**src/source/pipePkg.sv**
```systemverilog
package pipePkg;

    typedef logic [31:0] word_t;
    typedef logic [4:0]  regAddr_t;
    typedef logic [29:0] wordAddr_t;   // cache ports address words
    typedef logic [3:0]  aluOp_t;
    typedef logic [1:0]  fwdSel_t;

    localparam int NUM_REGS = 32;

    // ALU select values
    localparam aluOp_t ALU_AND = 4'd0;
    localparam aluOp_t ALU_OR  = 4'd1;
    localparam aluOp_t ALU_ADD = 4'd2;
    localparam aluOp_t ALU_SLL = 4'd3;
    localparam aluOp_t ALU_SRL = 4'd4;
    localparam aluOp_t ALU_SRA = 4'd5;
    localparam aluOp_t ALU_SUB = 4'd6;
    localparam aluOp_t ALU_SLT = 4'd7;
    localparam aluOp_t ALU_XOR = 4'd8;

    // major opcode in instr[6:2]
    localparam logic [4:0] OP_REG   = 5'b01100;
    localparam logic [4:0] OP_IMM   = 5'b00100;
    localparam logic [4:0] OP_LOAD  = 5'b00000;
    localparam logic [4:0] OP_STORE = 5'b01000;

    // instruction class seen by the ALU control
    localparam logic [1:0] CLS_MEM = 2'b00;   // lw/sw address add
    localparam logic [1:0] CLS_REG = 2'b01;
    localparam logic [1:0] CLS_IMM = 2'b10;

    // operand source in EX
    localparam fwdSel_t FWD_NONE = 2'b00;
    localparam fwdSel_t FWD_WB   = 2'b01;
    localparam fwdSel_t FWD_MEM  = 2'b10;

endpackage

```
**src/source/instrDecoder.sv**
```systemverilog
module instrDecoder import pipePkg::*; (
    input  word_t      instr,
    output logic       regWrite,
    output logic       memRead,
    output logic       memWrite,
    output logic       memToReg,
    output logic       aluSrc,
    output logic [1:0] aluClass,
    output word_t      imm,
    output regAddr_t   rs1,
    output regAddr_t   rs2,
    output regAddr_t   rd
);

    logic [4:0] opcode;
    logic       isWide;   // low bits 11 mean a full 32-bit encoding

    assign opcode = instr[6:2];
    assign isWide = (instr[1:0] == 2'b11);

    assign rs1 = instr[19:15];
    assign rs2 = instr[24:20];
    assign rd  = instr[11:7];

    always_comb begin
        regWrite = 1'b0;
        memRead  = 1'b0;
        memWrite = 1'b0;
        memToReg = 1'b0;
        aluSrc   = 1'b0;
        aluClass = CLS_MEM;
        imm      = '0;

        if (isWide) begin
            case (opcode)
                OP_REG: begin
                    regWrite = 1'b1;
                    aluClass = CLS_REG;
                end
                OP_IMM: begin
                    regWrite = 1'b1;
                    aluSrc   = 1'b1;
                    aluClass = CLS_IMM;
                    imm      = {{20{instr[31]}}, instr[31:20]};
                end
                OP_LOAD: begin
                    regWrite = 1'b1;
                    memRead  = 1'b1;
                    memToReg = 1'b1;
                    aluSrc   = 1'b1;
                    imm      = {{20{instr[31]}}, instr[31:20]};
                end
                OP_STORE: begin
                    memWrite = 1'b1;
                    aluSrc   = 1'b1;
                    // S-type splits the offset around rd
                    imm      = {{20{instr[31]}}, instr[31:25], instr[11:7]};
                end
                default: begin
                    regWrite = 1'b0;   // unknown opcode acts as nop
                end
            endcase
        end
    end

endmodule

```
**src/source/execUnit.sv**
```systemverilog
module execUnit import pipePkg::*; (
    input  logic [1:0] aluClass,
    input  logic [2:0] funct3,
    input  logic       funct7b5,
    input  logic       aluSrc,
    input  word_t      rData1,
    input  word_t      rData2,
    input  word_t      imm,
    input  word_t      memResult,
    input  word_t      wbResult,
    input  fwdSel_t    fwdSelA,
    input  fwdSel_t    fwdSelB,
    output word_t      aluResult,
    output word_t      storeData
);

    aluOp_t aluOp;
    word_t  opA;
    word_t  opB;

    function automatic word_t fwdMux(fwdSel_t sel, word_t regVal, word_t memVal,
                                     word_t wbVal);
        case (sel)
            FWD_MEM: return memVal;
            FWD_WB:  return wbVal;
            default: return regVal;
        endcase
    endfunction

    assign opA       = fwdMux(fwdSelA, rData1, memResult, wbResult);
    assign storeData = fwdMux(fwdSelB, rData2, memResult, wbResult);
    assign opB       = aluSrc ? imm : storeData;

    // ALU control
    always_comb begin
        aluOp = ALU_ADD;   // lw/sw address
        if (aluClass != CLS_MEM) begin
            case (funct3)
                3'b000: begin
                    // addi never subtracts
                    aluOp = (aluClass == CLS_REG && funct7b5) ? ALU_SUB : ALU_ADD;
                end
                3'b001: aluOp = ALU_SLL;
                3'b010: aluOp = ALU_SLT;
                3'b100: aluOp = ALU_XOR;
                3'b101: aluOp = funct7b5 ? ALU_SRA : ALU_SRL;
                3'b110: aluOp = ALU_OR;
                3'b111: aluOp = ALU_AND;
                default: aluOp = ALU_ADD;   // sltu not implemented
            endcase
        end
    end

    always_comb begin
        case (aluOp)
            ALU_AND: aluResult = opA & opB;
            ALU_OR:  aluResult = opA | opB;
            ALU_ADD: aluResult = opA + opB;
            ALU_SUB: aluResult = opA - opB;
            ALU_XOR: aluResult = opA ^ opB;
            ALU_SLL: aluResult = opA << opB[4:0];
            ALU_SRL: aluResult = opA >> opB[4:0];
            ALU_SRA: aluResult = $signed(opA) >>> opB[4:0];
            ALU_SLT: aluResult = {31'b0, $signed(opA) < $signed(opB)};
            default: aluResult = '0;
        endcase
    end

endmodule

```
**src/source/regFile.sv**
```systemverilog
module regFile import pipePkg::*; (
    input  logic     clk,
    input  logic     rst_n,
    input  regAddr_t rs1,
    input  regAddr_t rs2,
    output word_t    rData1,
    output word_t    rData2,
    input  logic     we,
    input  regAddr_t rd,
    input  word_t    wData
);

    word_t regs [NUM_REGS];

    // x0 check first so a write to x0 is never bypassed
    assign rData1 = (rs1 == '0) ? '0 : (we && rd == rs1) ? wData : regs[rs1];
    assign rData2 = (rs2 == '0) ? '0 : (we && rd == rs2) ? wData : regs[rs2];

    always_ff @(posedge clk) begin
        if (!rst_n) begin
            for (int i = 0; i < NUM_REGS; i++) begin
                regs[i] <= '0;
            end
        end else if (we && rd != '0) begin
            regs[rd] <= wData;
        end
    end

endmodule

```
**src/source/hazardUnit.sv**
```systemverilog
module hazardUnit import pipePkg::*; (
    input  regAddr_t idRs1,
    input  regAddr_t idRs2,
    input  regAddr_t exRs1,
    input  regAddr_t exRs2,
    input  regAddr_t exRd,
    input  regAddr_t memRd,
    input  regAddr_t wbRd,
    input  logic     exMemRead,
    input  logic     memRegWrite,
    input  logic     wbRegWrite,
    output fwdSel_t  fwdSelA,
    output fwdSel_t  fwdSelB,
    output logic     loadUseStall
);

    function automatic logic hit(logic wr, regAddr_t dst, regAddr_t src);
        return wr && (dst != '0) && (dst == src);
    endfunction

    // younger result in EX/MEM wins
    assign fwdSelA = hit(memRegWrite, memRd, exRs1) ? FWD_MEM :
                     hit(wbRegWrite, wbRd, exRs1)   ? FWD_WB  : FWD_NONE;
    assign fwdSelB = hit(memRegWrite, memRd, exRs2) ? FWD_MEM :
                     hit(wbRegWrite, wbRd, exRs2)   ? FWD_WB  : FWD_NONE;

    // load data only exists after MEM so one bubble covers it
    assign loadUseStall = hit(exMemRead, exRd, idRs1) || hit(exMemRead, exRd, idRs2);

endmodule

```
**src/source/riscvPipeline.sv**
```systemverilog
module riscvPipeline import pipePkg::*; (
    input  logic      clk,
    input  logic      rst_n,
    output wordAddr_t icacheAddr,
    input  word_t     icacheRdata,
    input  logic      icacheStall,
    output logic      dcacheRen,
    output logic      dcacheWen,
    output wordAddr_t dcacheAddr,
    output word_t     dcacheWdata,
    input  word_t     dcacheRdata,
    input  logic      dcacheStall
);

    logic advance;   // both caches ready

    wordAddr_t pc;
    word_t     ifIdInstr;

    // ID stage
    logic       idRegWrite, idMemRead, idMemWrite, idMemToReg, idAluSrc;
    logic [1:0] idAluClass;
    word_t      idImm, idRData1, idRData2;
    regAddr_t   idRs1, idRs2, idRd;

    logic       idExRegWrite, idExMemRead, idExMemWrite, idExMemToReg, idExAluSrc;
    logic [1:0] idExAluClass;
    logic [2:0] idExFunct3;
    logic       idExFunct7b5;
    word_t      idExRData1, idExRData2, idExImm;
    regAddr_t   idExRs1, idExRs2, idExRd;

    logic       exMemRegWrite, exMemMemRead, exMemMemWrite, exMemMemToReg;
    word_t      exMemAlu, exMemStoreData;
    regAddr_t   exMemRd;

    logic       memWbRegWrite, memWbMemToReg;
    word_t      memWbLoadData, memWbAlu;
    regAddr_t   memWbRd;

    fwdSel_t    fwdSelA, fwdSelB;
    logic       loadUseStall;
    word_t      aluResult, storeData;
    word_t      wbData;

    assign advance = !icacheStall && !dcacheStall;

    assign icacheAddr  = pc;
    assign dcacheRen   = exMemMemRead;
    assign dcacheWen   = exMemMemWrite;
    assign dcacheAddr  = exMemAlu[31:2];
    assign dcacheWdata = exMemStoreData;

    assign wbData = memWbMemToReg ? memWbLoadData : memWbAlu;

    // fetch is held on load-use so the same word is fetched again
    always_ff @(posedge clk) begin
        if (!rst_n) begin
            pc        <= '0;
            ifIdInstr <= '0;   // decodes as nop
        end else if (advance && !loadUseStall) begin
            pc        <= pc + 30'd1;
            ifIdInstr <= icacheRdata;
        end
    end

    always_ff @(posedge clk) begin
        if (!rst_n) begin
            idExRegWrite <= 1'b0;
            idExMemRead  <= 1'b0;
            idExMemWrite <= 1'b0;
            idExMemToReg <= 1'b0;
            idExAluSrc   <= 1'b0;
            idExAluClass <= CLS_MEM;
            idExFunct3   <= '0;
            idExFunct7b5 <= 1'b0;
            idExRData1   <= '0;
            idExRData2   <= '0;
            idExImm      <= '0;
            idExRs1      <= '0;
            idExRs2      <= '0;
            idExRd       <= '0;
        end else if (advance) begin
            idExRegWrite <= idRegWrite && !loadUseStall;   // bubble
            idExMemRead  <= idMemRead && !loadUseStall;
            idExMemWrite <= idMemWrite && !loadUseStall;
            idExMemToReg <= idMemToReg && !loadUseStall;
            idExAluSrc   <= idAluSrc && !loadUseStall;
            idExAluClass <= loadUseStall ? CLS_MEM : idAluClass;
            idExFunct3   <= ifIdInstr[14:12];
            idExFunct7b5 <= ifIdInstr[30];
            idExRData1   <= idRData1;
            idExRData2   <= idRData2;
            idExImm      <= idImm;
            idExRs1      <= idRs1;
            idExRs2      <= idRs2;
            idExRd       <= idRd;
        end
    end

    always_ff @(posedge clk) begin
        if (!rst_n) begin
            exMemRegWrite  <= 1'b0;
            exMemMemRead   <= 1'b0;
            exMemMemWrite  <= 1'b0;
            exMemMemToReg  <= 1'b0;
            exMemAlu       <= '0;
            exMemStoreData <= '0;
            exMemRd        <= '0;
            memWbRegWrite  <= 1'b0;
            memWbMemToReg  <= 1'b0;
            memWbLoadData  <= '0;
            memWbAlu       <= '0;
            memWbRd        <= '0;
        end else if (advance) begin
            exMemRegWrite  <= idExRegWrite;
            exMemMemRead   <= idExMemRead;
            exMemMemWrite  <= idExMemWrite;
            exMemMemToReg  <= idExMemToReg;
            exMemAlu       <= aluResult;
            exMemStoreData <= storeData;
            exMemRd        <= idExRd;
            memWbRegWrite  <= exMemRegWrite;
            memWbMemToReg  <= exMemMemToReg;
            memWbLoadData  <= dcacheRdata;
            memWbAlu       <= exMemAlu;
            memWbRd        <= exMemRd;
        end
    end

    instrDecoder decoder (
        .instr    (ifIdInstr),
        .regWrite (idRegWrite),
        .memRead  (idMemRead),
        .memWrite (idMemWrite),
        .memToReg (idMemToReg),
        .aluSrc   (idAluSrc),
        .aluClass (idAluClass),
        .imm      (idImm),
        .rs1      (idRs1),
        .rs2      (idRs2),
        .rd       (idRd)
    );

    // a frozen MEM/WB harmlessly rewrites the same value
    regFile rf (
        .clk    (clk),
        .rst_n  (rst_n),
        .rs1    (idRs1),
        .rs2    (idRs2),
        .rData1 (idRData1),
        .rData2 (idRData2),
        .we     (memWbRegWrite),
        .rd     (memWbRd),
        .wData  (wbData)
    );

    hazardUnit hazard (
        .idRs1        (idRs1),
        .idRs2        (idRs2),
        .exRs1        (idExRs1),
        .exRs2        (idExRs2),
        .exRd         (idExRd),
        .memRd        (exMemRd),
        .wbRd         (memWbRd),
        .exMemRead    (idExMemRead),
        .memRegWrite  (exMemRegWrite),
        .wbRegWrite   (memWbRegWrite),
        .fwdSelA      (fwdSelA),
        .fwdSelB      (fwdSelB),
        .loadUseStall (loadUseStall)
    );

    execUnit exec (
        .aluClass  (idExAluClass),
        .funct3    (idExFunct3),
        .funct7b5  (idExFunct7b5),
        .aluSrc    (idExAluSrc),
        .rData1    (idExRData1),
        .rData2    (idExRData2),
        .imm       (idExImm),
        .memResult (exMemAlu),
        .wbResult  (wbData),
        .fwdSelA   (fwdSelA),
        .fwdSelB   (fwdSelB),
        .aluResult (aluResult),
        .storeData (storeData)
    );

endmodule

```
**config.mk**
```make
export PLATFORM = sky130hd
export DESIGN_NAME = riscvPipeline
export DESIGN_NICKNAME = d
export VERILOG_FILES = /design/src/source/pipePkg.sv /design/src/source/instrDecoder.sv /design/src/source/execUnit.sv /design/src/source/regFile.sv /design/src/source/hazardUnit.sv /design/src/source/riscvPipeline.sv
export SDC_FILE = /design/constraint.sdc
export NUM_CORES = 2
export LEC_CHECK = 0
export ABC_AREA = 1
export BUFFER_PORTS_ARGS = -buffer_cell sky130_fd_sc_hd__buf_2
export CORE_ASPECT_RATIO = 0.75
export CORE_MARGIN = 2
export CORE_UTILIZATION = 48
export CTS_CLUSTER_DIAMETER = 200
export DETAILED_ROUTE_END_ITERATION = 6
export SYNTH_ARGS = -nofsm -noshare
export SYNTH_HDL_FRONTEND = slang
export SYNTH_SLANG_ARGS = --single-unit
```
**constraint.sdc**
```tcl
create_clock -name clk -period 5.65 [get_ports clk]
set_clock_uncertainty 0.1 [all_clocks]
set_input_delay 0.565 -clock clk [delete_from_list [all_inputs] [get_ports clk]]
set_output_delay 0.565 -clock clk [all_outputs]
set_load 0.03 [all_outputs]
```
==> flow_summary.html <==
<table>
<tr><th>Metric</th><th>Value</th></tr>
<tr><th colspan="2">Floorplanning</th></tr>
<tr><td>Die extent in y</td><td>353 microns</td></tr>
<tr><td>I/O pin count</td><td>~160</td></tr>
<tr><td>Area of the die</td><td>166000 sq um</td></tr>
<tr><td>Initial Utilization</td><td>48.2%</td></tr>
<tr><td>Rows</td><td>128</td></tr>
<tr><td>DIE WIDTH</td><td>470 microns</td></tr>
<tr><td>Placeable core region</td><td>between 150000 and 200000 sq um</td></tr>
<tr><th colspan="2">Setup path</th></tr>
<tr><td>Origin of the worst setup path</td><td>exMemRd[2]$_SDFFE_PN0P_</td></tr>
<tr><td>Worst reg2reg path endpoint</td><td>exMemAlu[26]$_SDFFE_PN0P_</td></tr>
<tr><td>Crit Path Max Fanout</td><td>14</td></tr>
<tr><td>Worst EP required</td><td>about 6.2 ns</td></tr>
<tr><td>Critical-path cell with the highest stage delay</td><td>sky130_fd_sc_hd__dfxtp_1</td></tr>
<tr><td>Reg-to-reg setup timing slack</td><td>0.29 ns</td></tr>
<tr><td>Source of the worst register-to-register timing path</td><td>exMemRd[2]$_SDFFE_PN0P_</td></tr>
<tr><td>Setup crit end</td><td>exMemAlu[26]$_SDFFE_PN0P_</td></tr>
<tr><td>Setup crit end kind</td><td>register</td></tr>
<tr><td>Length in cells of the worst reg-to-reg path</td><td>27</td></tr>
<tr><td>Arrival time at the worst endpoint</td><td>5.91 ns</td></tr>
<tr><td>Crit-path max cell delay</td><td>approximately 0.43 ns</td></tr>
<tr><td>Setup CP Type</td><td>register to register</td></tr>
<tr><td>Setup crit start kind</td><td>register</td></tr>
<tr><th colspan="2">STA</th></tr>
<tr><td>Post-route clock period utilization</td><td>between 90% and 100%</td></tr>
<tr><td>Number of failing setup endpoints in the final timing report</td><td>0</td></tr>
<tr><td>Slew at the pin closest to its max-slew limit</td><td>1.40 ns</td></tr>
<tr><td>Clock period minus final worst setup slack</td><td>5.36 ns</td></tr>
<tr><td>Number of endpoints with negative hold slack in the final report</td><td>0</td></tr>
<tr><td>Max-slew violation count</td><td>0</td></tr>
<tr><td>Maximum achievable frequency</td><td>0.187 GHz</td></tr>
<tr><td>Slew Limit Headroom</td><td>about 7.0%</td></tr>
<tr><th colspan="2">Clock tree</th></tr>
<tr><td>Number of H-tree branching levels</td><td>4</td></tr>
<tr><td>Clk root buf</td><td>sky130_fd_sc_hd__clkbuf_16</td></tr>
<tr><td>Clock tree from TritonCTS</td><td>built</td></tr>
<tr><td>Clock sinks</td><td>approximately 1300</td></tr>
<tr><td>Clock transition at the registers of the reported paths</td><td>~0.060 ns</td></tr>
<tr><td>Number of buffers on the longest clock path</td><td>3</td></tr>
<tr><td>Number of buffers created by CTS</td><td>144</td></tr>
<tr><td>Clk Latency, worst-skew pair</td><td>0.82 ns</td></tr>
<tr><th colspan="2">Global route</th></tr>
<tr><td>Total track usage</td><td>39.1%</td></tr>
<tr><td>Aggregate global routing overflow</td><td>0</td></tr>
<tr><td>Number of global-route vias before repair</td><td>69532</td></tr>
<tr><td>Pin count of the biggest net entering global routing</td><td>158</td></tr>
<tr><td>First-pass GRT wire length</td><td>481 mm</td></tr>
<tr><td>Antenna violations before repair</td><td>9</td></tr>
<tr><th colspan="2">Synthesis</th></tr>
<tr><td>Share of synthesized registers carrying an async set or reset</td><td>0%</td></tr>
<tr><td>Leading cell types by count after synthesis</td><td>sky130_fd_sc_hd__nand2_1, sky130_fd_sc_hd__nor2_1, sky130_fd_sc_hd__a21oi_1</td></tr>
<tr><td>Number of flip-flops and latches in the synthesized netlist</td><td>1340</td></tr>
<tr><td>Top FF cell, synth</td><td>sky130_fd_sc_hd__edfxtp_1</td></tr>
<tr><td>Netlist Area Pre-Place</td><td>78000 sq um</td></tr>
<tr><td>Largest family of logic cells by synthesized area</td><td>compound AO/OA/AOI/OAI gates</td></tr>
<tr><td>Cell accounting for the most synthesized area</td><td>sky130_fd_sc_hd__edfxtp_1</td></tr>
<tr><td>Yosys cell types</td><td>68</td></tr>
<tr><td>Post-Synth XOR/XNOR Area</td><td>0.224%</td></tr>
<tr><td>Mux contribution to synthesized area</td><td>0.0385%</td></tr>
<tr><td>Cell types occupying the most area after synthesis</td><td>sky130_fd_sc_hd__edfxtp_1, sky130_fd_sc_hd__dfxtp_1, sky130_fd_sc_hd__a21oi_1</td></tr>
<tr><td>Simple-gate share of the synthesized area</td><td>between 20% and 30%</td></tr>
<tr><td>Number of flops mapped to enable cells by yosys</td><td>1024</td></tr>
<tr><td>Post-synthesis area per instance</td><td>7.86 sq um</td></tr>
<tr><td>Total number of yosys warnings</td><td>0</td></tr>
<tr><td>Adder-Cell Fraction of Synth Area</td><td>approximately 1.6%</td></tr>
<tr><td>Synth Instances</td><td>slightly below 10000</td></tr>
<tr><td>Area fraction of the dominant cell type after synthesis</td><td>39.4%</td></tr>
<tr><td>Post-synthesis compound-gate area fraction</td><td>21.3%</td></tr>
<tr><td>Share of the yosys chip area belonging to registers</td><td>between 40% and 50%</td></tr>
<tr><td>Cell with the most instances after synthesis</td><td>sky130_fd_sc_hd__nand2_1</td></tr>
<tr><th colspan="2">Status</th></tr>
<tr><td>Run status</td><td>finished clean</td></tr>
<tr><th colspan="2">Hold path</th></tr>
<tr><td>Hold-critical path depth</td><td>3</td></tr>
<tr><td>Worst Hold Class</td><td>input port to register</td></tr>
<tr><td>Worst Min Path Start</td><td>icacheRdata[21]</td></tr>
<tr><th colspan="2">Routing</th></tr>
<tr><td>Detail-routed net length per standard cell</td><td>27.9 microns</td></tr>
<tr><td>Vias post-DR</td><td>76519</td></tr>
<tr><td>1st-iter DRT viols</td><td>12886</td></tr>
<tr><td>Number of iterations in the first detailed-routing pass</td><td>7</td></tr>
<tr><td>Total detailed-routing wirelength</td><td>336 mm</td></tr>
<tr><td>Avg Vias per Cell</td><td>6.37</td></tr>
<tr><td>Post-route antenna net violation count</td><td>0</td></tr>
<tr><td>Final routed DRC violation total</td><td>0</td></tr>
<tr><th colspan="2">Placement</th></tr>
<tr><td>HPWL after DPL</td><td>roughly 220 mm</td></tr>
<tr><td>RePlAce Congestion</td><td>1.06</td></tr>
<tr><td>Number of port buffers</td><td>161</td></tr>
<tr><td>Placed cell area</td><td>81100 sq um</td></tr>
<tr><td>Cell Count Post-Placement</td><td>11688</td></tr>
<tr><th colspan="2">Finish</th></tr>
<tr><td>Net count, final</td><td>just under 10000</td></tr>
<tr><td>Share of cells above drive strength 1</td><td>about a tenth</td></tr>
<tr><td>Fillers</td><td>15256</td></tr>
<tr><td>Signed area change from the synthesized netlist to the final layout</td><td>10.7%</td></tr>
<tr><td>Util after Layout</td><td>53.4%</td></tr>
<tr><td>Final standard cell area without fillers</td><td>86400 sq um</td></tr>
<tr><td>Final Non-Filler Cells</td><td>approximately 12000</td></tr>
<tr><th colspan="2">Power</th></tr>
<tr><td>Leakage Power</td><td>around 0.033 uW</td></tr>
<tr><td>Power per cell area</td><td>a little over 300 nW/um^2</td></tr>
<tr><td>Largest vdd supply drop</td><td>0.000321 V</td></tr>
<tr><th colspan="2">Run</th></tr>
<tr><td>Number of max-capacitance violations reported</td><td>0</td></tr>
</table>
## power by group
group          internal [uW]  leakage [uW]  switching (uW)  total (uW)
registers              11000        0.0132             322       11300
clock network           5290       0.00227            4330        9630
logic                   1500        0.0171            4090        5580
total                  17700        0.0325            8740       26500
## final cells by class
| cell class | count | area [sq um] | share of cell area [%] |
|---|---|---|---|
| timing repair buffer | 526 | 4090 | 4.74 |
| inverter | 925 | 3510 | 4.07 |
| antenna | 4 | 10.0 | 0.0116 |
| clock inverter | 78 | 787 | 0.911 |
| tap | 2145 | 2680 | 3.11 |
| clock buffer | 187 | 3860 | 4.46 |
| multi-input combinational | 6809 | 34300 | 39.7 |
| sequential | 1340 | 37100 | 43.0 |
## repair_timing
| action | CTS | global route |
|---|---|---|
| gates resized for setup | 0 | 18 |
| hold buffers | 56 | 0 |
| hold endpoints to repair | 59 | 0 |
| setup buffers | 0 | 1 |
| setup endpoints to repair | 0 | 16 |
## sequential cells by signal, indices dropped and copies added, names as in the netlist, 5 cells and up, named ones only
| signal | count |
|---|---|
| dcacheWdata | 32 |
| exMemAlu | 32 |
| exMemRd | 5 |
| icacheAddr | 30 |
| idExImm | 12 |
| idExRData1 | 32 |
| idExRData2 | 32 |
| idExRd | 5 |
| idExRs1 | 5 |
| idExRs2 | 5 |
| ifIdInstr | 32 |
| memWbAlu | 32 |
| memWbLoadData | 32 |
| memWbRd | 5 |
| rf.regs | 1024 |
## cells by family after synthesis
logic type / Yosys count
multiplexers: 3
flip-flops: 1340
AND/OR/NAND/NOR: 3706
adder cells (fa/ha/maj): 100
buffers and inverters: 1815
other: 1
AO/OA/AOI/OAI: 2948
XOR/XNOR: 20
## per-layer routing
layer	global-route usage, %	part of all wire (%)
met1	58.7	43
met2	52.3	39
met3	10.7	14
met4	16.3	4.5
met5	0	0.025
## placed cells by master, fill, tap and decap left out, drive strengths merged, types with 9 or more instances in the layout
cell type / count
nand2: 1457
nor2: 1249
a21oi: 1172
o21ai: 1069
edfxtp: 1024
inv: 929
nand3: 894
buf: 470
o211ai: 357
dfxtp: 316
clkbuf: 187
a31oi: 125
ha: 98
o221ai: 97
clkinv: 63
dlygate4sd3: 56
o22ai: 39
nor3: 38
conb: 32
a221oi: 29
nand3b: 19
nand4: 18
xnor2: 15
or2: 11
nor4: 11
o21a: 10
a211oi: 9
bufinv: 9
## critical path, delay by kind of cell (launching register included)
family | cells | cell delay (ns)
AO/OA/AOI/OAI | 8 | 1.71
XOR/XNOR | 1 | 0.15
adder cells (fa/ha/maj) | 1 | 0.34
buffers and inverters | 7 | 1.10
flip-flops | 1 | 0.43
AND/OR/NAND/NOR | 10 | 1.35
## through the flow
| stage | setup TNS, ns | setup slack [ns] | power [uW] | hold WS [ns] |
|---|---|---|---|---|
| CTS | 0 | 0.145 | 26300 | 0.00405 |
| detailed placement | 0 | 0.141 | 16700 | 0.351 |
| global placement | 0 | 0.172 | 16700 | 0.349 |
| floorplan | 0 | 1.36 | 14600 | 0.329 |
| finish | 0 | 0.291 | 26500 | 0.0398 |
| global route | -0.00315 | -0.00315 | 27200 | 0.0457 |
## worst min-delay path by stage
stage                                     end
3_3_place_gp    memWbLoadData[4]$_SDFFE_PN0P_
3_5_place_dp    memWbLoadData[4]$_SDFFE_PN0P_
4_1_cts            ifIdInstr[22]$_SDFFE_PN0P_
2_1_floorplan   memWbLoadData[0]$_SDFFE_PN0P_
6_report                             register
5_1_grt        memWbLoadData[31]$_SDFFE_PN0P_
Note: power is estimated with default switching activity, not from simulation.
